## config.mk

```make
export PLATFORM = sky130hd
export DESIGN_NAME = mem_write_arbiter
export DESIGN_NICKNAME = d
export VERILOG_FILES = /design/src/host_mem_pkg.sv /design/src/mem_write_arbiter.sv
export SDC_FILE = /design/constraint.sdc
export NUM_CORES = 1
export LEC_CHECK = 0
export BUFFER_PORTS_ARGS = -buffer_cell sky130_fd_sc_hd__buf_2
export CAP_MARGIN = 20
export CORE_AREA = 4 4 359 361
export CTS_BUF_LIST = sky130_fd_sc_hd__clkbuf_2 sky130_fd_sc_hd__clkbuf_4 sky130_fd_sc_hd__clkbuf_8
export CTS_CLUSTER_DIAMETER = 120
export DETAILED_ROUTE_END_ITERATION = 12
export DIE_AREA = 0 0 363 365
export SLEW_MARGIN = 10
export SYNTH_ARGS = -nofsm -noshare
export SYNTH_HDL_FRONTEND = slang
export SYNTH_SLANG_ARGS = --single-unit
```

## constraint.sdc

```tcl
create_clock -name clk_pcie -period 2.16 [get_ports clk_pcie]
set_input_delay 0.324 -clock clk_pcie [delete_from_list [all_inputs] [get_ports clk_pcie]]
set_output_delay 0.324 -clock clk_pcie [all_outputs]
set_load 0.01 [all_outputs]
```

## src/host_mem_pkg.sv

```systemverilog
package host_mem_pkg;

    typedef enum logic [3:0] {
        WR_IDLE,
        WR_DATA_INIT,
        WR_CALC_DATA,
        WR_PREPARE_HEADER,
        WR_TRANSMIT_HEADER,
        WR_DEASSERT_HEADER,
        WR_GET_DATA_FIFO,
        WR_WAIT_DATA_FIFO,
        WR_PREPARE_DATA,
        WR_TRANSMIT_DATA,
        WR_DEASSERT_DATA,
        WR_COMPLETE,
        WR_CLEANUP
    } mem_write_state_t;

    typedef logic [127:0] tlp_beat_t;
    typedef logic [3:0]   dw_keep_t;
    typedef logic [3:0]   byte_en_t;
    typedef logic [63:0]  mem_addr_t;
    typedef logic [31:0]  mem_len_t;

    localparam mem_len_t    MAX_PAYLOAD_BYTES = 32'd128;   // 32 DW per TLP
    localparam logic [7:0]  FMT_TYPE_MWR64    = 8'h60;     // 4DW header, with data
    localparam int unsigned CLEANUP_CYCLES    = 8;

endpackage

```

## src/mem_write_arbiter.sv

```systemverilog
`timescale 1ns/1ns

module mem_write_arbiter #(
    parameter int N_REQ = 3
) (
    input  logic                                         clk_pcie,
    input  logic                                         rst,
    input  host_mem_pkg::mem_addr_t [N_REQ-1:0]          req_address,
    input  host_mem_pkg::mem_len_t  [N_REQ-1:0]          req_length,
    input  logic                    [N_REQ-1:0]          req_has_data,
    input  host_mem_pkg::tlp_beat_t [N_REQ-1:0]          req_din,
    input  logic                    [N_REQ-1:0]          req_wr_en,
    input  logic                    [N_REQ-1:0]          req_wr_done,
    output host_mem_pkg::mem_write_state_t [N_REQ-1:0]   req_state,
    input  host_mem_pkg::mem_write_state_t               engine_state,
    output host_mem_pkg::mem_addr_t                      sel_address,
    output host_mem_pkg::mem_len_t                       sel_length,
    output logic                                         sel_has_data,
    output logic                                         sel_wr_done,
    output host_mem_pkg::tlp_beat_t                      fifo_din,
    output logic                                         fifo_wr_en
);
    import host_mem_pkg::*;

    localparam int IDX_W = (N_REQ > 1) ? $clog2(N_REQ) : 1;

    logic [IDX_W-1:0] sel_idx;
    logic             sel_valid;
    logic [IDX_W-1:0] new_idx;
    logic             new_valid;
    logic             keep_pick;

    // Fixed priority, lowest index wins
    always_comb begin
        new_idx   = '0;
        new_valid = 1'b0;
        for (int i = N_REQ - 1; i >= 0; i--) begin
            if (req_has_data[i]) begin
                new_idx   = IDX_W'(i);
                new_valid = 1'b1;
            end
        end
    end

    always_ff @(posedge clk_pcie) begin
        if (rst) begin
            sel_idx   <= '0;
            sel_valid <= 1'b0;
        end else if (engine_state == WR_IDLE) begin
            sel_idx   <= new_idx;
            sel_valid <= new_valid;
        end
    end

    // At idle the engine only starts once the pick is settled, so a
    // lower requester arriving late cannot swap the index under it
    assign keep_pick    = sel_valid && new_valid && (new_idx == sel_idx);
    assign sel_has_data = sel_valid && req_has_data[sel_idx]
                          && ((engine_state != WR_IDLE) || keep_pick);

    always_comb begin
        sel_address = '0;
        sel_length  = '0;
        sel_wr_done = 1'b0;
        fifo_din    = '0;
        fifo_wr_en  = 1'b0;
        if (sel_valid) begin
            sel_address = req_address[sel_idx];
            sel_length  = req_length[sel_idx];
            sel_wr_done = req_wr_done[sel_idx];
            fifo_din    = req_din[sel_idx];
            fifo_wr_en  = req_wr_en[sel_idx];
        end
        for (int i = 0; i < N_REQ; i++) begin
            req_state[i] = (sel_valid && sel_idx == IDX_W'(i)) ? engine_state : WR_IDLE;
        end
    end

    a_sel_frozen: assert property (@(posedge clk_pcie) disable iff (rst)
        (engine_state != WR_IDLE) |=> $stable(sel_idx) && sel_valid);

endmodule

```

# ---- Word-level counts from Yosys, hierarchy flattened
# Index checks and enable logic that the tools add are counted.
dict set report totals {
  mem_bits_ro 0
  ff_bits 3
  ramBits 0
  wordCells 43
  latch_bits 0
  inputBits 687
  n_memories 0
}
dict set report classes {
  reduce_logical 11
  div_mod_pow 0
  add_sub_neg 0
  n_eq_ne 3
  n_mul 0
  muxes 26
  shifts 0
  magnitude_cmp 1
  n_bitwise 0
}
# op n
set op_table {}
lappend op_table {{128-bit binary-select mux with 2-bit select} 1}
lappend op_table {{128-bit two-way mux} 2}
lappend op_table {{64-bit binary-select mux with 2-bit select} 1}
lappend op_table {{64-bit two-way mux} 2}
lappend op_table {{32-bit binary-select mux with 2-bit select} 1}
lappend op_table {{32-bit two-way mux} 2}
lappend op_table {{4-bit two-way mux} 3}
lappend op_table {{1-bit two-way mux} 8}
lappend op_table {{1-bit logical AND} 7}
lappend op_table {{1-bit binary-select mux with 2-bit select} 3}
lappend op_table {{2-bit two-way mux} 3}
lappend op_table {{4-bit zero test} 1}
lappend op_table {{4-bit nonzero test} 1}
lappend op_table {{2-bit by 3-bit less-than comparator with 1-bit output (second input constant)} 1}
lappend op_table {{2-bit by 1-bit equality test with 1-bit output (second input constant)} 1}
lappend op_table {{2-bit equality test} 1}
lappend op_table {{2-bit equality test (second input constant)} 1}
lappend op_table {{2-bit zero test} 1}
lappend op_table {{1-bit logical OR} 1}

# ---- Depth between registers and ports, before layout
dict set report depth {
  word_depth 7
  depth_mapped 7
}

# ---- Least setup slack after synthesis
# No wires, ideal clock.
dict set report synth_timing {
  path_type {reg-to-output}
  start {register sel_idx[0]}
  end {output port fifo_din[127]}
  path_stages_with_launch 7
  required_time_ns 1.836
  arrival_time_ns 1.360
  path_buffers 3
  path_slack_ns 0.476
  path_cell_list {dfxtp_1 -> buf_6 -> buf_12 -> buf_12 -> mux2i_1 -> or2_2 -> a21boi_0}
}
dict set report synth_via {
  elab_chain_cells 3
}
# item line_no
set synth_rtl {}
lappend synth_rtl {{start: declaration} mem_write_arbiter.sv:27} ;# logic [IDX_W-1:0] sel_idx;
lappend synth_rtl {{start signal: assignment} mem_write_arbiter.sv:50} ;# sel_idx <= new_idx;
lappend synth_rtl {{128-bit binary-select mux with 2-bit select} mem_write_arbiter.sv:71} ;# fifo_din = req_din[sel_idx];
lappend synth_rtl {{128-bit two-way mux (implied by the code)} mem_write_arbiter.sv:71}
lappend synth_rtl {{128-bit two-way mux} mem_write_arbiter.sv:67} ;# if (sel_valid) begin
lappend synth_rtl {{end: declaration} mem_write_arbiter.sv:20} ;# output host_mem_pkg::tlp_beat_t fifo_din,
# No other way between the ends. The select of a mux whose other input is x is not followed.

# ---- Final worst setup path
dict set report layout_timing {
  start {register sel_idx[0]}
  end {output port sel_length[25]}
}
dict set report layout_via {
  elab_chain_cells 3
}
# item line_no
set layout_rtl {}
lappend layout_rtl {{32-bit binary-select mux with 2-bit select} mem_write_arbiter.sv:69} ;# sel_length = req_length[sel_idx];
lappend layout_rtl {{32-bit two-way mux (implied by the code)} mem_write_arbiter.sv:69}
lappend layout_rtl {{32-bit two-way mux} mem_write_arbiter.sv:67}
lappend layout_rtl {{end: declaration} mem_write_arbiter.sv:17} ;# output host_mem_pkg::mem_len_t sel_length,
# No other way between the ends. The select of a mux whose other input is x is not followed.

==> reports/metrics.yaml <==
final_net_count: 2689
place_congestion: 1.01
power_switching_share_pct: 43.4
drive_gt1_share_pct: 74.6
track_usage_pct: 13.8
ys_seq_area_share_pct: 0.814
root_buffer: "clkbuf_8"
cp-end-kind: "primary output"
detail_route.wl_per_cell_um: 27.6
power_density_nw_per_um2: 121
htreeDepth: 1
synthSimpleGateAreaFrac_pct: 32.9
p_switching_uw: 906
clkPwrFrac_pct: 10.3
drc: 0
ys_async_sr_fraction_pct: 0
syn_avg_cell_area_um2: 7.04
vias: 12700
synth_compound_area_share_pct: 25.5
cts_sinks: 3
rsz0062_at_grt: "true"
synthAdderAreaFrac_pct: 0
setup_ws_ns: -0.127
synth_area_leader_cell: "mux2i_1"
layout_commonest_cell: "buf_2"
slew_viol_final: 0
grt_pass1_wl_um: 121000
final_antenna_net_count: 0
dieWidth_um: 363
synth_nets: 1736
status: "finished, violations left"
drt_wl_total_um: 102000
synth_edf_count: 0
ys_seq_elements: 3
max_cap_violations: 0
p_comb_share_pct: 87.0
synth-xor-area-share_pct: 0
synthMuxAreaShare_pct: 30.8
die_y_um: 365
final_cell_mix: "buf_2 (842), mux2i_1 (223), or2_2 (152)"
p_seq_share_pct: 2.7
path_max_fanout: 6
dieArea_um2: 132000
stdcell_count: 3685
setup_violations: 43
timing.fmax_mhz: 437
vias_per_cell: 3.44
ir_worst_vdd_uv: 114
grt_overflow: 0
ctsHoldBuffers: 0
cts_tree: "done"
fin_setup_tns_ns: -1.15
syn_inst: 1049
cts_inserted_buffers: 3
crit_arrival_ns: 1.96
ys_warn_count: 0
clkLatencyLatePin_ns: 0.22
synth_area_um2: 7380
firstDrtPassIters: 5
grt_pass1_vias: 12000
tightest_slew_ns: 0.511
grt_max_degree: 96
clockBufferDepth: 2
path_clk_slew_ns: 0.06
hold_class: "in -> reg"
portBuffers: 925
hold_violations: 0
finalCriticalPeriod_ns: 2.29
skew_ns: 0
post-place-cells: 3575
drtIter0Drc: 781
io_pins: 926
core_area_um2: 125000
synth_area_leaders: "mux2i_1 (31%), a21boi_0 (17%), or2_2 (16%)"
synth_cell_types: 27
intPower_uw: 1180
synthToLayoutAreaGrowth_pct: 133
synth_top_area_share_pct: 30.8
cp.required_ns: 1.84
fin_crit_sh_pct: 106
rows: 130
power.leakage_uw: 0.00726
antenna_found_initial: 131
ys.flop_type: "dfxtp_1"
startpoint_type: "flip-flop"
maxSlewHeadroom_pct: 65.9
synth_top_family_by_area: "simple AND/OR/NAND/NOR gates"
critPathKind: "reg -> out"
violations: "setup timing"
start_util_pct: 5.89
dp_hpwl_um: 83700
## area by class of cell
class	instances	area (um2)
tap	1650	2060
sequential	3	71.3
multi-input combinational	942	7600
timing repair buffer	1052	7330
fill	14400	108000
clock buffer	4	48.8
antenna	34	85.1
## per-layer routing
layer	share of wire, %	vias up	track usage (%)
met5	0.41	-	0
met4	2.5	64	2.37
met3	13	225	6.54
met2	42	889	20.5
met1	43	5990	18.3
li1	-	5526	-
## cells in the mapped netlist, drive strengths merged (2+ instances only)
cell type / n
buf: 41
nor2b: 3
nand3b: 2
mux2i: 227
or2: 226
dfxtp: 3
nand2: 230
clkbuf: 63
nor2: 12
nor3: 5
nand2b: 3
a21oi: 2
a21boi: 226
## power by group through the flow
| stage | sequential, uW | clock, uW | combinational (uW) |
|---|---|---|---|
| global route | 56.1 | 231 | 1940 |
| floorplan | 57.8 | 0 | 554 |
| detailed placement | 57.4 | 0 | 1560 |
| CTS | 55.8 | 236 | 1730 |
| global placement | 57.3 | 0 | 1550 |
| finish | 55.8 | 215 | 1820 |
## per-stage QoR
step | util, % | total power, uW | setup WS (ns) | instance area, um2 | hold slack, ns
4_1_cts | 12.8 | 2020 | -0.170 | 16100 | 0.366
3_5_place_dp | 11.2 | 1620 | -0.587 | 14100 | 0.643
6_report | 13.7 | 2090 | -0.127 | 17200 | 0.326
5_1_grt | 13.7 | 2220 | -0.181 | 17100 | 0.352
2_1_floorplan | - | 612 | 0.476 | 7380 | 0.393
3_3_place_gp | 11.2 | 1610 | -0.596 | 14100 | 0.637
## worst paths after layout
path / from / end / slack, ns / cells after the start
worst max-delay path: sel_idx[0] / sel_length[25] / -0.13 / 9
worst min-delay path: rst / sel_idx[1] / 0.33 / 2
worst max register to register: sel_idx[0] / sel_idx[0] / 0.66 / 6
worst min register to register: sel_valid / sel_valid / 0.69 / 3
## state kept, by name, summed over array words and instances, names as in the netlist
| name | flops |
|---|---|
| sel_valid | 1 |
| sel_idx | 2 |
## cells by family (layout without fill, tap and decap cells)
logic type      Yosys count  count (layout)
buf+inv                 104            1056
compound gates          231             231
mux                     227             227
flops                     3               3
other cells               0              34
simple gates            484             484
## critical path, cell delays in order (launching register included)
cell	delay (ns)
dfxtp_4	0.35
buf_4	0.14
nor2b_4	0.15
buf_6	0.16
buf_12	0.14
buf_16	0.16
buf_16	0.15
nand2_2	0.06
a21boi_2	0.21
buf_2	0.17
## repair_timing
action | in CTS | in global routing
gates resized for setup | 367 | 285
buffers inserted | 39 | 9
endpoints found under the setup margin | 130 | 226
gates cloned | 21 | 14
pin swaps | 53 | 132
(Power assumes the default switching activity.)
