`src/host_mem_pkg.sv`:
```
package host_mem_pkg;

    typedef enum logic [3:0] {
        WR_IDLE,
        WR_DATA_INIT,
        WR_CALC_DATA,
        WR_PREPARE_HEADER,
        WR_TRANSMIT_HEADER,
        WR_DEASSERT_HEADER,
        WR_GET_DATA_FIFO,
        WR_WAIT_DATA_FIFO,
        WR_PREPARE_DATA,
        WR_TRANSMIT_DATA,
        WR_DEASSERT_DATA,
        WR_COMPLETE,
        WR_CLEANUP
    } mem_write_state_t;

    typedef logic [127:0] tlp_beat_t;
    typedef logic [3:0]   dw_keep_t;
    typedef logic [3:0]   byte_en_t;
    typedef logic [63:0]  mem_addr_t;
    typedef logic [31:0]  mem_len_t;

    localparam mem_len_t    MAX_PAYLOAD_BYTES = 32'd128;   // 32 DW per TLP
    localparam logic [7:0]  FMT_TYPE_MWR64    = 8'h60;     // 4DW header, with data
    localparam int unsigned CLEANUP_CYCLES    = 8;

endpackage

```
`src/write_tlp_engine.sv`:
```
`timescale 1ns/1ns

module write_tlp_engine (
    input  logic                             clk_pcie,
    input  logic                             rst,
    input  host_mem_pkg::mem_addr_t          sel_address,
    input  host_mem_pkg::mem_len_t           sel_length,
    input  logic                             sel_has_data,
    input  logic                             sel_wr_done,
    input  host_mem_pkg::tlp_beat_t          fifo_dout,
    input  logic                             tlp_ready,
    input  host_mem_pkg::tlp_beat_t          header,
    output host_mem_pkg::mem_len_t           chunk_bytes,
    output logic                             more_after,
    output host_mem_pkg::mem_addr_t          chunk_address,
    output host_mem_pkg::mem_write_state_t   engine_state,
    output logic                             fifo_rd_en,
    output logic                             fifo_flush,
    output host_mem_pkg::tlp_beat_t          tlp_data,
    output host_mem_pkg::dw_keep_t           tlp_keep_dw,
    output logic                             tlp_first,
    output logic                             tlp_last,
    output logic                             tlp_pending,
    output logic                             tlp_valid
);
    import host_mem_pkg::*;

    mem_write_state_t state;
    logic [3:0]       cleanup_cnt;
    mem_len_t         data_remaining;    // Bytes after the current chunk
    mem_len_t         chunk_remaining;   // Bytes left in the current chunk
    logic [2:0]       beat_dwords;
    mem_addr_t        write_address;

    // Host expects each dword byte-reversed
    function automatic tlp_beat_t swap_dwords(input tlp_beat_t beat);
        tlp_beat_t res;
        for (int d = 0; d < 4; d++) begin
            for (int b = 0; b < 4; b++) begin
                res[d*32 + b*8 +: 8] = beat[d*32 + (3-b)*8 +: 8];
            end
        end
        return res;
    endfunction

    assign engine_state  = state;
    assign chunk_bytes   = chunk_remaining;
    assign more_after    = (data_remaining != '0);
    assign chunk_address = write_address;

    // ==========================================================
    // Write FSM
    // ==========================================================
    always_ff @(posedge clk_pcie) begin
        if (rst) begin
            state           <= WR_IDLE;
            cleanup_cnt     <= '0;
            data_remaining  <= '0;
            chunk_remaining <= '0;
            beat_dwords     <= '0;
            write_address   <= '0;
            tlp_keep_dw     <= '0;
            tlp_first       <= 1'b0;
            tlp_last        <= 1'b0;
            tlp_pending     <= 1'b0;
            tlp_valid       <= 1'b0;
            fifo_rd_en      <= 1'b0;
            fifo_flush      <= 1'b0;
        end else begin
            case (state)
                WR_IDLE: begin
                    if (sel_has_data) begin
                        data_remaining <= sel_length;
                        write_address  <= sel_address;
                        state          <= WR_DATA_INIT;
                    end
                end
                WR_DATA_INIT: begin
                    if (sel_wr_done) begin   // Payload fully in FIFO
                        state <= WR_CALC_DATA;
                    end
                end
                WR_CALC_DATA: begin
                    if (data_remaining > MAX_PAYLOAD_BYTES) begin
                        chunk_remaining <= MAX_PAYLOAD_BYTES;
                        data_remaining  <= data_remaining - MAX_PAYLOAD_BYTES;
                    end else begin
                        chunk_remaining <= data_remaining;
                        data_remaining  <= '0;
                    end
                    state <= WR_PREPARE_HEADER;
                end
                WR_PREPARE_HEADER: begin
                    tlp_data      <= header;
                    tlp_keep_dw   <= 4'hF;
                    tlp_first     <= 1'b1;
                    tlp_last      <= 1'b0;
                    tlp_pending   <= 1'b1;
                    write_address <= write_address + chunk_remaining;
                    state         <= WR_TRANSMIT_HEADER;
                end
                WR_TRANSMIT_HEADER: begin
                    if (tlp_ready) begin
                        tlp_valid   <= 1'b1;
                        tlp_pending <= 1'b0;
                        state       <= WR_DEASSERT_HEADER;
                    end
                end
                WR_DEASSERT_HEADER: begin
                    tlp_valid <= 1'b0;
                    state     <= WR_GET_DATA_FIFO;
                end
                WR_GET_DATA_FIFO: begin
                    fifo_rd_en <= 1'b1;
                    if (chunk_remaining >= 32'd16) begin
                        beat_dwords     <= 3'd4;
                        chunk_remaining <= chunk_remaining - 32'd16;
                    end else begin
                        beat_dwords     <= 3'(chunk_remaining[3:2])
                                           + 3'(chunk_remaining[1:0] != 2'b00);
                        chunk_remaining <= '0;
                    end
                    state <= WR_WAIT_DATA_FIFO;
                end
                WR_WAIT_DATA_FIFO: begin
                    fifo_rd_en <= 1'b0;   // Single entry per beat
                    state      <= WR_PREPARE_DATA;
                end
                WR_PREPARE_DATA: begin
                    tlp_data    <= swap_dwords(fifo_dout);
                    tlp_keep_dw <= {beat_dwords >= 3'd4, beat_dwords >= 3'd3,
                                    beat_dwords >= 3'd2, beat_dwords >= 3'd1};
                    tlp_first   <= 1'b0;
                    tlp_last    <= (chunk_remaining == '0);
                    tlp_pending <= 1'b1;
                    state       <= WR_TRANSMIT_DATA;
                end
                WR_TRANSMIT_DATA: begin
                    if (tlp_ready) begin
                        tlp_valid   <= 1'b1;
                        tlp_pending <= 1'b0;
                        state       <= WR_DEASSERT_DATA;
                    end
                end
                WR_DEASSERT_DATA: begin
                    tlp_valid <= 1'b0;
                    if (chunk_remaining != '0) begin
                        state <= WR_GET_DATA_FIFO;
                    end else if (data_remaining != '0) begin
                        state <= WR_CALC_DATA;   // Next chunk
                    end else begin
                        state <= WR_COMPLETE;
                    end
                end
                WR_COMPLETE: begin
                    if (!sel_has_data) begin
                        fifo_flush  <= 1'b1;
                        cleanup_cnt <= '0;
                        state       <= WR_CLEANUP;
                    end
                end
                WR_CLEANUP: begin
                    tlp_keep_dw <= '0;
                    tlp_first   <= 1'b0;
                    tlp_last    <= 1'b0;
                    if (cleanup_cnt == 4'(CLEANUP_CYCLES - 1)) begin
                        fifo_flush <= 1'b0;
                        state      <= WR_IDLE;
                    end else begin
                        cleanup_cnt <= cleanup_cnt + 4'd1;
                    end
                end
                default: begin
                    state <= WR_IDLE;
                end
            endcase
        end
    end

    // ==========================================================
    // Stream checks
    // ==========================================================
    a_valid_pulse: assert property (@(posedge clk_pcie) disable iff (rst)
        tlp_valid |=> !tlp_valid);

endmodule

```
`config.mk`:
```
export PLATFORM = sky130hd
export DESIGN_NAME = write_tlp_engine
export DESIGN_NICKNAME = d
export VERILOG_FILES = /design/src/host_mem_pkg.sv /design/src/write_tlp_engine.sv
export SDC_FILE = /design/constraint.sdc
export NUM_CORES = 1
export LEC_CHECK = 0
export BUFFER_PORTS_ARGS = -buffer_cell sky130_fd_sc_hd__buf_2
export CORE_AREA = 5 5 227 229
export DETAILED_ROUTE_END_ITERATION = 8
export DIE_AREA = 0 0 232 234
export GPL_ROUTABILITY_DRIVEN = 1
export SLEW_MARGIN = 10
export SYNTH_ARGS = -nofsm -noshare
export SYNTH_HDL_FRONTEND = slang
export SYNTH_SLANG_ARGS = --single-unit
```
`constraint.sdc`:
```
create_clock -name clk_pcie -period 10.1 [get_ports clk_pcie]
set_input_delay 1.515 -clock clk_pcie [delete_from_list [all_inputs] [get_ports clk_pcie]]
set_output_delay 1.515 -clock clk_pcie [all_outputs]
set_load 0.01 [all_outputs]
```
Yosys cells after proc, flatten, opt, wreduce, memory -nomap -nowiden
Cells that the tools add are included. Widths: inputs -> output; s select.

Output and inout bits: 239. Logic and storage cells: 109. Flip-flop bits (word level): 277. Input port bits: 357.

Add/subtract/negate cells: 5. Eq/ne operators: 21. Order comparisons: 6. Reduce and logical (&&, ||, !) cells: 29. Muxes and demuxes: 33. Bitwise operators: 1.

Operators with widths (count): $pmux 128 s2 (1); $mux 32 (4); $pmux 32 s2 (2); $pmux 64 s2 (1); $add 64x32->64 (1); $mux 64 (1); $reduce_bool 32->1 (2); $pmux 4 s13 (1); $mux 4 (10); $ge 32x5->1 const B (1); $gt 32x8->1 const B (1); $logic_not 32->1 (1); $sub 32x5->32 const B (1); $sub 32x8->32 const B (1); $reduce_bool 2->1 (11); $eq 4x3->1 const B (5); $eq 4x4->1 const B (5); $ne 2x2->1 const B (7); $pmux 1 s2 (6); $pmux 4 s3 (1); $reduce_and 2->1 (5); $reduce_or 2->1 (5); $eq 4x2->1 const B (2); $pmux 4 s2 (1); 14 further kinds (19).

Logic depth before layout (Yosys ltp)
Depth after elaboration: 4. Mapped depth: 11. Mapped depth without buffers: 10.

Worst setup path after synthesis
OpenSTA, ideal clock, no wires.

Kind: input to register. From: input rst. To: register tlp_data[0], enable pin. Cell stages on the path: 3. Slack: 1.325 ns. Arrival: 8.116 ns. Cells stage by stage: clkbuf_1 -> clkbuf_1 -> a21oi_1.

Longest elaborated chain between the ends: 2.

RTL lines: start, declared (RTL line write_tlp_engine.sv:5) `input logic rst,`; $not 1->1 (no source line); $reduce_and 2->1 (no source line); end signal, assigned (RTL line write_tlp_engine.sv:94) `tlp_data <= header;`; end signal, assigned (RTL line write_tlp_engine.sv:130) `tlp_data <= swap_dwords(fifo_dout);`; end, declared (RTL line write_tlp_engine.sv:19) `output host_mem_pkg::tlp_beat_t tlp_data,`.

Every way passes these cells. A chain may end at the register's enable or synchronous reset.

Worst setup path in the final report
From: register data_remaining[16]. To: output more_after.

Longest elaborated chain between the ends: 1.

RTL lines: start, declared (RTL line write_tlp_engine.sv:30) `mem_len_t data_remaining;`; start signal, assigned (RTL line write_tlp_engine.sv:73) `data_remaining <= sel_length;`; start signal, assigned (RTL line write_tlp_engine.sv:86) `data_remaining <= data_remaining - MAX_PAYLOAD_BYTES;`; $reduce_bool 32->1 (RTL line write_tlp_engine.sv:48) `assign more_after = (data_remaining != '0);`; end, declared (RTL line write_tlp_engine.sv:14) `output logic more_after,`.

Every way passes these cells.

==> run summary <==
status -> complete, no violations
Yosys cell types -> 72
CTS buffer count -> 34
Post-synth EDFFs -> 128
Die H -> 234 um
Detail Route Antenna Nets -> 0
Vias/cell -> 5.24
Synth Register Bits -> 277
gr usage total -> 23.2%
Hold Path Sink -> tlp_keep_dw[1]$_SDFFE_PP0P_
largest net degree at the start of global routing -> 92
leakage -> 0.00882 uW
die width -> 232 um
clk_skew -> 0.0136 ns
R2R Setup Slk -> 6.32 ns
Avg Cell Area, Syn -> 8.08 um2
setup TNS -> 0 ns
most frequent cell after synthesis -> nand2_1
max incr delay on CP -> 0.63 ns
num ports -> 596
Overflow after GRT -> 0
synth warn -> 0
# rows -> 82
slowest stage cell, crit path -> nor4_1
Worst slew margin -> 18.5%
critical hold path startpoint -> tlp_keep_dw[1]$_SDFFE_PP0P_
CTS tree -> yes
reg2reg start -> chunk_bytes[9]$_SDFFE_PP0P_
CTS resizes -> 0
asr flop ratio synth -> 0%
nets -> 2796
Avg WL per Cell -> 21.8 um
total number of vias -> 16258
Critical Path RT -> 8.59 ns
Hold Fails Final Rpt -> 0
RSZ-0062 raised after global routing -> no
worst reg-to-reg path cell count -> 9
share of post-route cells with drive strength above 1 -> 28.6%
setup ws final -> 5.84 ns
Post-CTS Setup Bufs -> 0
dpl ws -> 5.89 ns
vias in the first global route -> 15269
P per Cell Area -> 186 nW/um2
synthesized area -> 15100 um2
# clock sinks -> 277
H-tree levels -> 2
top post-synthesis cells by area -> edfxtp_1, dfxtp_1, nand2_1, a21oi_1, nor2_1
Synth-to-Final Area Change -> 30.7%
R2R Path End -> chunk_address[56]$_SDFFE_PP0P_
final core utilization -> 40.0%
CP Class -> reg -> out
drt total wl -> 67700 um
FMAX -> 235 MHz
clock buffer depth -> 3
Worst Path Buf+Inv -> 1
Synth top area share -> 25.4%
Hold WC Path Type -> reg -> reg
global placer's final weighted congestion -> 0.981
VDD IR max -> 89.2 uV
crit path time final -> 4.26 ns
drt drc -> 0
wire length of the first global-routing pass -> 95600 um
period utilisation layout -> 42.2%
die area -> 54300 um2
effective utilization at floorplan -> 30.6%
Port-buffer cells -> 595
Cells after Synth -> 1873
total power draw -> 3680 uW
core box area -> 49500 um2
Critical Path AT -> 2.75 ns
DP HPWL -> 52500 um
Max Transition Viols Final -> 0
critical path cell sequence -> nor4_1 > nor2b_1 > nand4_1 > or3_2 > buf_2
CP delay by family, top -> simple AND/OR/NAND/NOR gates
final instance area -> 19800 um2
Mapped Nets -> 2270
Pre-Repair DR Iteration Count -> 6
cts hold-fix bufs -> 0
CTS root buf -> clkbuf_16
Most used DFF post-synth -> dfxtp_1
CP Max Fanout -> 7
Clock Pin Slew Worst Setup and Hold Paths -> 0.05 ns
antenna violations before repair -> 11
max_cap viols -> 0
# setup viols final -> 0
dpl cell area -> 18600 um2
worst hold path stage count -> 1
CP Capture Type -> output port
top cell types by occurrence after synthesis -> nand2_1, dfxtp_1, nor2_1
Worst-Skew Late Latency -> 0.54 ns
slew at the pin with the worst max-slew slack -> 1.22 ns
startpoint types -> flop
initial DRC count -> 1195
post-synth top area cell -> edfxtp_1
sequential area share after synthesis -> 45.1%
## power by group
part | internal (uW) | switching [uW]
clock network | 770 | 497
logic | 355 | 631
registers | 1290 | 133
total | 2420 | 1260
## cell families after synthesis
family | count (synthesis) | synth area share (%)
DFF | 277 | 45.1
adders and majority gates | 40 | 3.36
AOI/OAI and AO/OA | 416 | 18.0
muxes | 7 | 0.471
and+or+nand+nor | 951 | 27.3
xor gates and xnor gates | 35 | 2.02
buffers and inverters | 147 | 3.76
## layout by cell type, fill, tap and decap left out, types with 6 or more instances in the layout
cell type,count
a211oi_1,13
a21o_1,12
a21oi_1,128
a22oi_1,14
a311oi_1,37
a31oi_1,26
a32o_1,7
and2_1,6
and3_1,28
buf_2,594
buf_4,11
clkbuf_1,8
clkbuf_16,37
dfxtp_1,149
edfxtp_1,128
ha_1,39
inv_1,30
mux2i_1,6
nand2_1,560
nand2b_1,10
nand3_1,46
nand4_1,23
nor2_1,144
nor3_1,43
nor4_1,18
o211ai_1,20
o21ai_0,78
o21bai_1,7
o22ai_1,9
o31ai_1,10
or2_2,12
or3_1,18
or4_1,16
xnor2_1,22
xor2_1,13
## worst max-delay path by stage
| stage | start | end | cells after the start |
|---|---|---|---|
| after floorplan | rst | tlp_data[0]$_DFFE_PP_ | 3 |
| after global placement | rst | chunk_address[48]$_SDFFE_PP0P_ | 4 |
| after detailed placement | rst | chunk_address[60]$_SDFFE_PP0P_ | 4 |
| after CTS | data_remaining[16]$_SDFFE_PP0P_ | more_after | 5 |
| after global routing | data_remaining[16]$_SDFFE_PP0P_ | more_after | 5 |
| final | data_remaining[16]$_SDFFE_PP0P_ | more_after | 5 |
## layout make-up
cell class	instances	area, um2
fillers	5146	29700
multi-input cells	1449	7780
flip-flops and latches	277	6830
repair buffers	606	3080
clock buffers	49	1010
well taps	672	841
clock inverters	11	125
inverters	31	116
diodes	5	12.5
## registers in the layout, summed over array words and instances (netlist names)
signal          flops
chunk_address      64
engine_state        4
beat_dwords         3
chunk_bytes        32
data_remaining     32
cleanup_cnt         4
tlp_valid           1
tlp_keep_dw         4
fifo_flush          1
tlp_data          128
fifo_rd_en          1
tlp_pending         1
tlp_first           1
tlp_last            1
## worst reg2reg max path: cells and delay by family, from the launching register on
family,cells,cell delay (ns)
AOI/OAI and AO/OA,4,1.46
DFF,1,0.49
adders and majority gates,1,0.36
and+or+nand+nor,4,1.39
## metrics by stage
stage,std cells,hold WS [ns]
after floorplan,1873,0.432
after global placement,3034,0.442
after detailed placement,3034,0.459
after CTS,3094,0.471
after global routing,3097,0.496
final,3100,0.465
## metal layers
layer / track usage (%) / wire [um] / share of wire, % / vias to the layer above
met5: 0 / 55 / 0.081 / -
met4: 11.1 / 3510 / 5.2 / 10
met3: 5.38 / 5570 / 8.2 / 125
met2: 40.9 / 33500 / 49 / 743
met1: 26.6 / 25100 / 37 / 7642
li1: - / - / - / 7738
Note: power is estimated with default switching activity, not from simulation.
