`src/host_mem_pkg.sv`:
```
package host_mem_pkg;

    typedef enum logic [3:0] {
        WR_IDLE,
        WR_DATA_INIT,
        WR_CALC_DATA,
        WR_PREPARE_HEADER,
        WR_TRANSMIT_HEADER,
        WR_DEASSERT_HEADER,
        WR_GET_DATA_FIFO,
        WR_WAIT_DATA_FIFO,
        WR_PREPARE_DATA,
        WR_TRANSMIT_DATA,
        WR_DEASSERT_DATA,
        WR_COMPLETE,
        WR_CLEANUP
    } mem_write_state_t;

    typedef logic [127:0] tlp_beat_t;
    typedef logic [3:0]   dw_keep_t;
    typedef logic [3:0]   byte_en_t;
    typedef logic [63:0]  mem_addr_t;
    typedef logic [31:0]  mem_len_t;

    localparam mem_len_t    MAX_PAYLOAD_BYTES = 32'd128;   // 32 DW per TLP
    localparam logic [7:0]  FMT_TYPE_MWR64    = 8'h60;     // 4DW header, with data
    localparam int unsigned CLEANUP_CYCLES    = 8;

endpackage

```
`src/write_tlp_header.sv`:
```
`timescale 1ns/1ns

module write_tlp_header (
    input  host_mem_pkg::mem_len_t  chunk_bytes,
    input  logic                    more_after,
    input  host_mem_pkg::mem_addr_t address,
    input  logic [15:0]             pcie_id,
    output host_mem_pkg::tlp_beat_t header
);
    import host_mem_pkg::*;

    logic [9:0] dw_length;
    byte_en_t   tail_be;
    byte_en_t   first_be;
    byte_en_t   last_be;

    // Bytes used in the final dword, 0 means all four
    always_comb begin
        case (chunk_bytes[1:0])
            2'd1:    tail_be = 4'b0001;
            2'd2:    tail_be = 4'b0011;
            2'd3:    tail_be = 4'b0111;
            default: tail_be = 4'b1111;
        endcase
    end

    assign dw_length = chunk_bytes[11:2] + 10'(chunk_bytes[1:0] != 2'b00);

    assign first_be = (chunk_bytes >= 32'd4) ? 4'hF : tail_be;
    assign last_be  = more_after              ? 4'hF :
                      (chunk_bytes <= 32'd4)  ? 4'h0 : tail_be;   // Single DW has no last BE

    assign header = {
        address[31:0],
        address[63:32],
        pcie_id[7:0], pcie_id[15:8], 8'h00, last_be, first_be,
        FMT_TYPE_MWR64, 14'h0, dw_length
    };

endmodule

```
`config.mk`:
```
export PLATFORM = sky130hd
export DESIGN_NAME = write_tlp_header
export DESIGN_NICKNAME = d
export VERILOG_FILES = /design/src/host_mem_pkg.sv /design/src/write_tlp_header.sv
export SDC_FILE = /design/constraint.sdc
export NUM_CORES = 1
export LEC_CHECK = 0
export ABC_AREA = 0
export BUFFER_PORTS_ARGS = -buffer_cell sky130_fd_sc_hd__buf_2
export CORE_AREA = 10 10 85 87
export DETAILED_ROUTE_END_ITERATION = 16
export DIE_AREA = 0 0 95 97
export GPL_TIMING_DRIVEN = 0
export PLACE_DENSITY_LB_ADDON = 0.05
export SYNTH_ARGS = -nofsm -noshare
export SYNTH_HDL_FRONTEND = slang
export SYNTH_SLANG_ARGS = --single-unit
export TNS_END_PERCENT = 5
```
`constraint.sdc`:
```
create_clock -name vclk -period 3.1
set_input_delay 0.155 -clock vclk [all_inputs]
set_output_delay 0.155 -clock vclk [all_outputs]
set_load 0.1 [all_outputs]
```
* Word-level counts from Yosys, hierarchy flattened *
Cells that the tools add are included.

storage, ports and cells
  ROM bits = 0
  bits in latches = 0
  logic and storage cells = 11
  RAM bits = 0
  memories kept = 0
  bits of input ports = 113
  register bits = 0

operators by class
  reduce and logical (&&, ||, !) cells = 1
  $add $sub $neg = 1
  bitwise gates (word level) = 0
  $mul = 0
  equal/unequal tests = 3
  $lt $le $gt $ge = 2
  muxes and demuxes = 4
  shift operators = 0
  divide/modulo/power cells = 0

operators by type and width
  kind                 count
  $ge 32x3->1 const B  1
  $le 32x3->1 const B  1
  $mux 4               3
  $pmux 4 s3           1
  $add 10x1->10        1
  $eq 2x2->1 const B   2
  $eq 2x1->1 const B   1
  $reduce_bool 2->1    1

* Depth between registers and ports, before layout *
Gate-level depths: netlist (run 1).

  depth after elaboration = 4
  gate-level depth with buffers = 9

* Least setup slack after synthesis (run 1) *
No wires, ideal clock.

  path type = input port to output port
  start = in chunk_bytes[0]
  end = out header[8]
  slack = 175 ps
  cell stages on the path = 9
  arrival = 2770 ps
  path buffers = 0
  required time = 2945 ps
  cell sequence = inv_1 > ha_1 > inv_1 > ha_1 > ha_1 > nand3_1 > nor2_1 > nand3_1 > xnor2_1

on the way
  cells in the longest elaborated chain, start to end = 2

RTL lines
  item                line                    text
  start: declaration  write_tlp_header.sv:4   input host_mem_pkg::mem_len_t chunk_bytes,
  $reduce_bool 2->1   write_tlp_header.sv:27  assign dw_length = chunk_bytes[11:2] + 10'(chunk_bytes[1:0] != 2'b00);
  $add 10x1->10       write_tlp_header.sv:27
  end: declaration    write_tlp_header.sv:8   output host_mem_pkg::tlp_beat_t header

No other way between the ends.

* Worst setup path in the final report (run 1) *
Same ends and word-level chain as after synthesis.

==> metrics.md, run 1 <==
| Metric | Value |
|---|---|
| Status | finished clean |
| Synth-to-Final Area Change | 71.7% |
| Pwr/cell area | 439 nW/um^2 |
| Row cnt | 27 |
| Worst Max-Slew Pin Slew | 0.536 ns |
| Post-CTS sizing | 0 |
| RSZ-0062 raised after global routing | no |
| I/O Pins | 241 |
| Port buffer count | 130 |
| Die area | 9220 um^2 |
| Synth Area per Inst | 7.45 um^2 |
| Via/cell ratio | 3.48 |
| Slowest cell on the critical path | buf_2 |
| Worst-path fanout max | 3 |
| WS Path Type | in -> out |
| Hold WS | 0.695 ns |
| Hpwl dp | 6330 um |
| Tmin final | 2.18 ns |
| DRT Wirelength | 6400 um |
| Max cap viols | 0 |
| Initial antenna violation count | 0 |
| Worst EP required | 2.94 ns |
| Antenna-violating nets left | 0 |
| Ratio of cells with drive above 1 in the final layout | 0.780 |
| CP endpoint kind | primary output |
| First-pass GRT wire length | 8820 um |
| FFs & Latches | 0 |
| Crit-path cells | buf_2 > inv_1 > ha_1 > inv_1 > ha_1 > ha_1 > nand3_1 > nor2_1 > nand3_1 > xnor2_1 > buf_2 |
| Family with the most delay on the worst path | buffers and inverters |
| Post-route design area | 2030 um^2 |
| Die Y | 97 um |
| CP arrival | 2.02 ns |
| Hold Fails Final Rpt | 0 |
| Synthesized area | 1180 um^2 |
| Commonest cells post-synth | buf_4, nand2_1, nand3_1 |
| Clock buffers | 0 |
| Mapped Cells | 159 |
| First-iteration detailed-routing DRC count | 9 |
| Most common cell in the netlist | buf_4 |
| First drt pass iteration count | 2 |
| Ant diodes | 0 |
| Max Slew Vio Count | 0 |
| Syn. warnings | 0 |
| Top cell type's share of synthesized area | 0.703 |
| Fin Setup TNS | 0 ns |
| GR Util All Layers | 0.120 |
| Count of final setup violators | 0 |
| Most used cell along the critical path | ha_1 |
| GRT overflow | 0 |
| Sequential Area | 0 um^2 |
| Wire per inst | 16.4 um |
| Post-CTS Setup Inserts | 0 |
| DRC viols | 0 |
| DP Area | 2030 um^2 |
| Placer Congestion | 0.783 |
| VDD IR max | 0.000213 V |
| Final #Nets | 437 |
| Overall power | 0.892 mW |
| Synth cell types | 22 |
| Fillers | 589 |
| HP Class | in -> out |
| Rel. slew slack | 0.645 |
| Synth area leaders | buf_4, ha_1, xnor2_1 |
| DIE WIDTH | 95 um |
| Core Region | 5470 um^2 |
| LEAKAGE | 1.28 nW |
| Vias in the first global route | 1432 |
| Largest net degree at the start of global routing | 6 |
| Via count | 1357 |
| Sequential area share after synthesis | 0 |
| Starting Density | 0.217 |
| Hold_buf cts | 0 |
| Final period util | 0.703 |
| Setup crit start kind | input port |
| Max frequency | 459 MHz |
| Crit path largest cell delay | 0.44 ns |
| CP bufs+invs | 4 |
| Synth area leader | buf_4 |
[power by group]
part | leakage [nW] | switching [mW] | internal [mW]
logic | 1.28 | 0.734 | 0.159
clock network | 0 | 0 | 0
registers | 0 | 0 | 0
[cell usage in the layout (no fill, tap or decap)]
cell type,n
buf_2,130
buf_4,111
conb_1,31
nand2_1,5
nand3_1,5
xnor2_1,4
xor2_1,4
ha_1,4
nor2_1,3
inv_1,3
nor4_1,3
nor4_2,2
o21bai_1,2
nand2b_1,2
and3_1,1
and3_2,1
nor3_1,1
nand4_1,1
nor4_4,1
nand4_2,1
a211oi_2,1
nor3_2,1
o21ai_1,1
[cells by family (layout without fill, tap and decap cells)]
| group | count (synthesis) | in the layout | share of synthesized area |
|---|---|---|---|
| AND/OR/NAND/NOR | 27 | 27 | 0.152 |
| AO/OA/AOI/OAI | 4 | 4 | 0.0274 |
| other | 2 | 31 | 0.00634 |
| adder cells (fa/ha/maj) | 4 | 4 | 0.0422 |
| buffers and inverters | 114 | 244 | 0.713 |
| XOR/XNOR | 8 | 8 | 0.0591 |
[cell type report]
class | instances | area, um^2 | area share
inverters | 3 | 11.3 | 0.00554
well taps | 72 | 90.1 | 0.0443
repair buffers | 130 | 651 | 0.320
multi-input cells | 74 | 449 | 0.221
plain buffers | 111 | 833 | 0.410
[metal layers]
metal / wire length (um) / vias to the layer above / track usage
met2: 3390 / 138 / 0.237
met4: 0 / 0 / 0
li1: - / 682 / -
met1: 1750 / 537 / 0.0996
met3: 1270 / 0 / 0.0802
met5: 0 / - / 0
[metrics by stage]
stage / worst slack (ns) / std cells / utilization
after floorplan: 0.175 / 188 / -
after global placement: 0.923 / 390 / 0.372
after detailed placement: 0.891 / 390 / 0.372
after CTS: 0.891 / 390 / 0.372
after global routing: 0.745 / 390 / 0.372
final: 0.922 / 390 / 0.372
[path summary, 6_finish.rpt]
| path | start | to | slack (ns) | cells after the start |
|---|---|---|---|---|
| hold / removal | address[63] | header[95] | 0.70 | 2 |
| setup / recovery | chunk_bytes[0] | header[8] | 0.92 | 11 |
(Power assumes the default switching activity.)
==> inputs of run 2 (changes only) <==
==> constraint.sdc (replaced) <==
create_clock -name vclk -period 2.1
set_input_delay 0.105 -clock vclk [all_inputs]
set_output_delay 0.105 -clock vclk [all_outputs]
set_load 0.1 [all_outputs]
==> run 2 against run 1 <==
  * Total power up 48%
  * Hold slack got worse by 0.10 ns
  * Final cell count unchanged
  * Design area increased by 1.5%
  * Global-route usage is 0.18 points lower
  * Utilization rose by 0.57 points
  * Sequential cell count is the same
  * Die area unchanged
  * Critical path depth stayed put
  * Count of clock-buffer cells in the layout unchanged
  * Worst setup slack worse by 0.74 ns
==> metrics.md, run 2 (same netlist as run 1, synthesis figures left out) <==
| Metric | Value |
|---|---|
| Antenna-violating nets left | 0 |
| Final period util | 0.915 |
| First-pass GRT wire length | 8650 um |
| Hold_buf cts | 0 |
| FFs & Latches | 0 |
| Crit-path cells | buf_2 > inv_1 > ha_1 > inv_1 > ha_1 > ha_1 > nand3_1 > nor2_2 > nand3_1 > xnor2_2 > buf_6 |
| Port buffer count | 130 |
| Max frequency | 520 MHz |
| RSZ-0062 raised after global routing | no |
| CP endpoint kind | primary output |
| GRT overflow | 0 |
| Met2 Resource Use GR | 0.239 |
| Post-CTS Setup Inserts | 0 |
| Most frequent cells in the layout | buf_2, buf_4, conb_1 |
| Rel. slew slack | 0.649 |
| First-iteration detailed-routing DRC count | 1 |
| Placer Congestion | 0.792 |
| Final worst slack | 0.178 ns |
| Vias in the first global route | 1416 |
| Fillers | 573 |
| WHS Path Cells | 2 |
| Sequential Area | 0 um^2 |
| Worst EP required | 2.00 ns |
| Crit path largest cell delay | 0.24 ns |
| Hold_sp | address[3] |
| Tmin final | 1.92 ns |
| HP Class | in -> out |
| Via/cell ratio | 3.40 |
| Die Y | 97 um |
| Hold path endpoint | header[99] |
| Count of final setup violators | 0 |
| Ratio of cells with drive above 1 in the final layout | 0.789 |
| First drt pass iteration count | 4 |
| VDD IR max | 0.000300 V |
| Worst Max-Slew Pin Slew | 0.530 ns |
| Most used cell along the critical path | ha_1 |
| DIE WIDTH | 95 um |
| WS Path Type | in -> out |
| Most common cell after layout, fill and taps aside | buf_2 |
| DRT Wirelength | 6270 um |
| Starting Density | 0.217 |
| Worst-path fanout max | 3 |
| Top Usage Layer GRT | met2 |
| Met1 Use GR | 0.0877 |
| GR Util All Layers | 0.118 |
| Layout Utilization | 0.377 |
| Initial antenna violation count | 0 |
| Setup WS pre-CTS | -0.0465 ns |
| LEAKAGE | 1.30 nW |
| Crit path depth | 11 |
| I/O Pins | 241 |
| Largest net degree at the start of global routing | 6 |
| Wire per inst | 16.1 um |
| Met3 usage | 0.0887 |
| CP arrival | 1.82 ns |
| Family with the most delay on the worst path | adder cells |
| Via count | 1327 |
| CP bufs+invs | 4 |
| Final #Nets | 437 |
| Die area | 9220 um^2 |
| Synth-to-Final Area Change | 74.3% |
| Core Region | 5470 um^2 |
| Max cap viols | 0 |
| Ant diodes | 0 |
| Setup crit start kind | input port |
| Max Slew Vio Count | 0 |
| Hold Fails Final Rpt | 0 |
| Clock buffers | 0 |
| CP Launch Point | chunk_bytes[0] |
| Slowest cell on the critical path | ha_1 |
| Status | finished clean |
| Row cnt | 27 |
| Pwr/cell area | 640 nW/um^2 |
| DRC viols | 0 |
-- run 2: repair_timing --
action | 4_1_cts | 5_1_grt
setup endpoints to repair | 1 | 4
cloned | 0 | 0
gates resized for setup | 1 | 5
-- run 2: how the worst max path moves through the flow --
| stage | slack, ns | end |
|---|---|---|
| global placement | -0.03 | header[8] |
| detailed placement | -0.05 | header[8] |
| finish | 0.18 | header[8] |
| CTS | 0.08 | header[8] |
| floorplan | -0.49 | header[6] |
| global route | 0.004 | header[8] |
-- run 2: metal layers --
layer  wire length (um)  up-vias
li1                   -      682
met2               3290      138
met3               1290        0
met1               1690      507
met4                  0        0
met5                  0        -
-- run 2: final cells by class --
cell class | instances | area, um^2 | share of cell area
Multi-Input combinational cell | 74 | 467 | 0.226
Timing Repair Buffer | 130 | 664 | 0.322
Inverter | 3 | 11.3 | 0.00545
Tap cell | 72 | 90.1 | 0.0436
Buffer | 111 | 833 | 0.403
-- run 2: report_power, final --
part / internal, mW / switching (mW)
logic: 0.238 / 1.08
registers: 0 / 0
clock network: 0 / 0
total: 0.238 / 1.08
-- run 2: stage by stage --
step / power [mW] / hold WS [ns] / instances / setup TNS (ns) / cell area [um^2]
5_1_grt: 1.36 / 0.598 / 390 / 0 / 2070
4_1_cts: 1.32 / 0.596 / 390 / 0 / 2050
3_3_place_gp: 1.32 / 0.596 / 390 / -0.0251 / 2050
3_5_place_dp: 1.32 / 0.597 / 390 / -0.0465 / 2050
6_report: 1.32 / 0.595 / 390 / 0 / 2070
2_1_floorplan: 1.17 / 0.422 / 188 / -2.27 / 1310
==> inputs of run 3 (changes only) <==
--- a/config.mk
+++ b/config.mk
@@ -7,9 +7,10 @@
 export LEC_CHECK = 0
 export ABC_AREA = 0
 export BUFFER_PORTS_ARGS = -buffer_cell sky130_fd_sc_hd__buf_2
-export CORE_AREA = 10 10 85 87
+export CORE_ASPECT_RATIO = 0.5
+export CORE_MARGIN = 10
+export CORE_UTILIZATION = 26
 export DETAILED_ROUTE_END_ITERATION = 16
-export DIE_AREA = 0 0 95 97
 export GPL_TIMING_DRIVEN = 0
 export PLACE_DENSITY_LB_ADDON = 0.05
 export SYNTH_ARGS = -nofsm -noshare
==> run 3 against run 2 <==
  * Sequential cell count stayed put
  * First-iteration DRC count grew to 13 times the previous value
  * Fmax rose by 1.6%
  * Non-clock buffer count unchanged
  * Via count down 0.98%
  * Routed wire length is 11% lower
  * Utilization grew 8.6 points
  * Sequential share of layout area did not move
  * Combinational power barely moved
  * Count of clock-buffer cells in the layout unchanged
  * Hold slack barely moved
  * Critical endpoint is now header[7]
  * Largest power group unchanged
==> metrics.md, run 3 (same netlist as run 1, synthesis figures left out) <==
| Metric | Value |
|---|---|
| Vias in the first global route | 1445 |
| Final worst slack | 0.209 ns |
| Setup WS pre-CTS | 0.0201 ns |
| Ratio of cells with drive above 1 in the final layout | 0.786 |
| Largest net degree at the start of global routing | 6 |
| First-pass GRT wire length | 7540 um |
| Via/cell ratio | 3.50 |
| Status | finished clean |
| Family with the most delay on the worst path | buffers and inverters |
| GR Util All Layers | 0.117 |
| LEAKAGE | 1.30 nW |
| Sequential Area | 0 um^2 |
| First-iteration detailed-routing DRC count | 13 |
| Core Region | 4400 um^2 |
| Hold_buf cts | 0 |
| Fillers | 483 |
| First drt pass iteration count | 4 |
| I/O Pins | 241 |
| Clock buffers | 0 |
| WS Path Type | in -> out |
| Port buffer count | 130 |
| Worst-path fanout max | 3 |
| Synth-to-Final Area Change | 72.3% |
| Worst EP required | 2.00 ns |
| Row cnt | 17 |
| HP Class | in -> out |
| Hpwl dp | 5530 um |
| DRT Wirelength | 5590 um |
| DRC viols | 0 |
| Die area | 7820 um^2 |
| Post-CTS Setup Inserts | 0 |
| CP bufs+invs | 4 |
| Wire per inst | 14.9 um |
| CP endpoint kind | primary output |
| Placer Congestion | 0.699 |
| Hold path endpoint | header[86] |
| Max Slew Vio Count | 0 |
| Most frequent cells in the layout | buf_2, buf_4, conb_1 |
| Layout Utilization | 0.464 |
| Die Y | 67.7 um |
| GRT overflow | 0 |
| VDD IR max | 0.000366 V |
| Post-route design area | 2040 um^2 |
| Via count | 1314 |
| WHS Path Cells | 2 |
| FFs & Latches | 0 |
| Slowest cell on the critical path | clkbuf_4 |
| Starting Density | 0.269 |
| Most common cell after layout, fill and taps aside | buf_2 |
| Setup crit start kind | input port |
| Final #Nets | 437 |
| Max cap viols | 0 |
| Multi-input combinational cell area | 464 um^2 |
| Tmin final | 1.89 ns |
| Max frequency | 529 MHz |
| Pwr/cell area | 645 nW/um^2 |
| Count of final setup violators | 0 |
| Hold_sp | address[54] |
| CP arrival | 1.79 ns |
| Ant diodes | 0 |
| RSZ-0062 raised after global routing | yes |
| Hold Fails Final Rpt | 0 |
| Crit path largest cell delay | 0.36 ns |
| DP Area | 2030 um^2 |
| Final period util | 0.901 |
| DIE WIDTH | 115 um |
| Antenna-violating nets left | 0 |
| Fin Setup TNS | 0 ns |
| Crit-path cells | buf_2 > inv_1 > ha_1 > inv_1 > ha_1 > nand3_1 > nor2_1 > and3_2 > xor2_1 > clkbuf_4 |
| Initial antenna violation count | 0 |
run 3: changes by cell type in the layout (fill, tap and decap cells not counted):
cell	change
nor2_2	-1
nor2_1	+1
buf_2	+1
clkbuf_4	-1
run 3: metal layers:
metal | global-route usage | share of wire
met5 | 0 | 0
met4 | 0.00784 | 0
met3 | 0.0769 | 0.17
met2 | 0.259 | 0.58
met1 | 0.0847 | 0.25
run 3: cell type report:
cell class                 count  area share
buffer                       111       0.408
inverter                       3     0.00551
multi-input combinational     74       0.227
tap                           57      0.0349
timing repair buffer         130       0.324
run 3: worst max-delay path by stage:
stage,slack (ns),cells after the start,from,end
2_1_floorplan,-0.49,8,chunk_bytes[0],header[6]
3_3_place_gp,0.04,11,chunk_bytes[0],header[8]
3_5_place_dp,0.02,11,chunk_bytes[0],header[8]
4_1_cts,0.02,11,chunk_bytes[0],header[8]
5_1_grt,-0.006,11,chunk_bytes[0],header[8]
6_report,0.21,10,chunk_bytes[0],header[7]
run 3: power breakdown:
part           switching [mW]  internal [mW]
Clock                       0              0
Sequential                  0              0
Combinational            1.08          0.237
run 3: timing repair:
item | in CTS | in global routing
gates resized for setup | 0 | 5
setup endpoints to repair | 0 | 3
hold endpoints to repair | 0 | 0
run 3: stage by stage:
stage	total power, mW	hold WS (ns)	cells
after floorplan	1.17	0.422	188
after global placement	1.31	0.597	375
after detailed placement	1.31	0.597	375
after CTS	1.31	0.596	375
after global routing	1.36	0.598	375
final	1.32	0.595	375
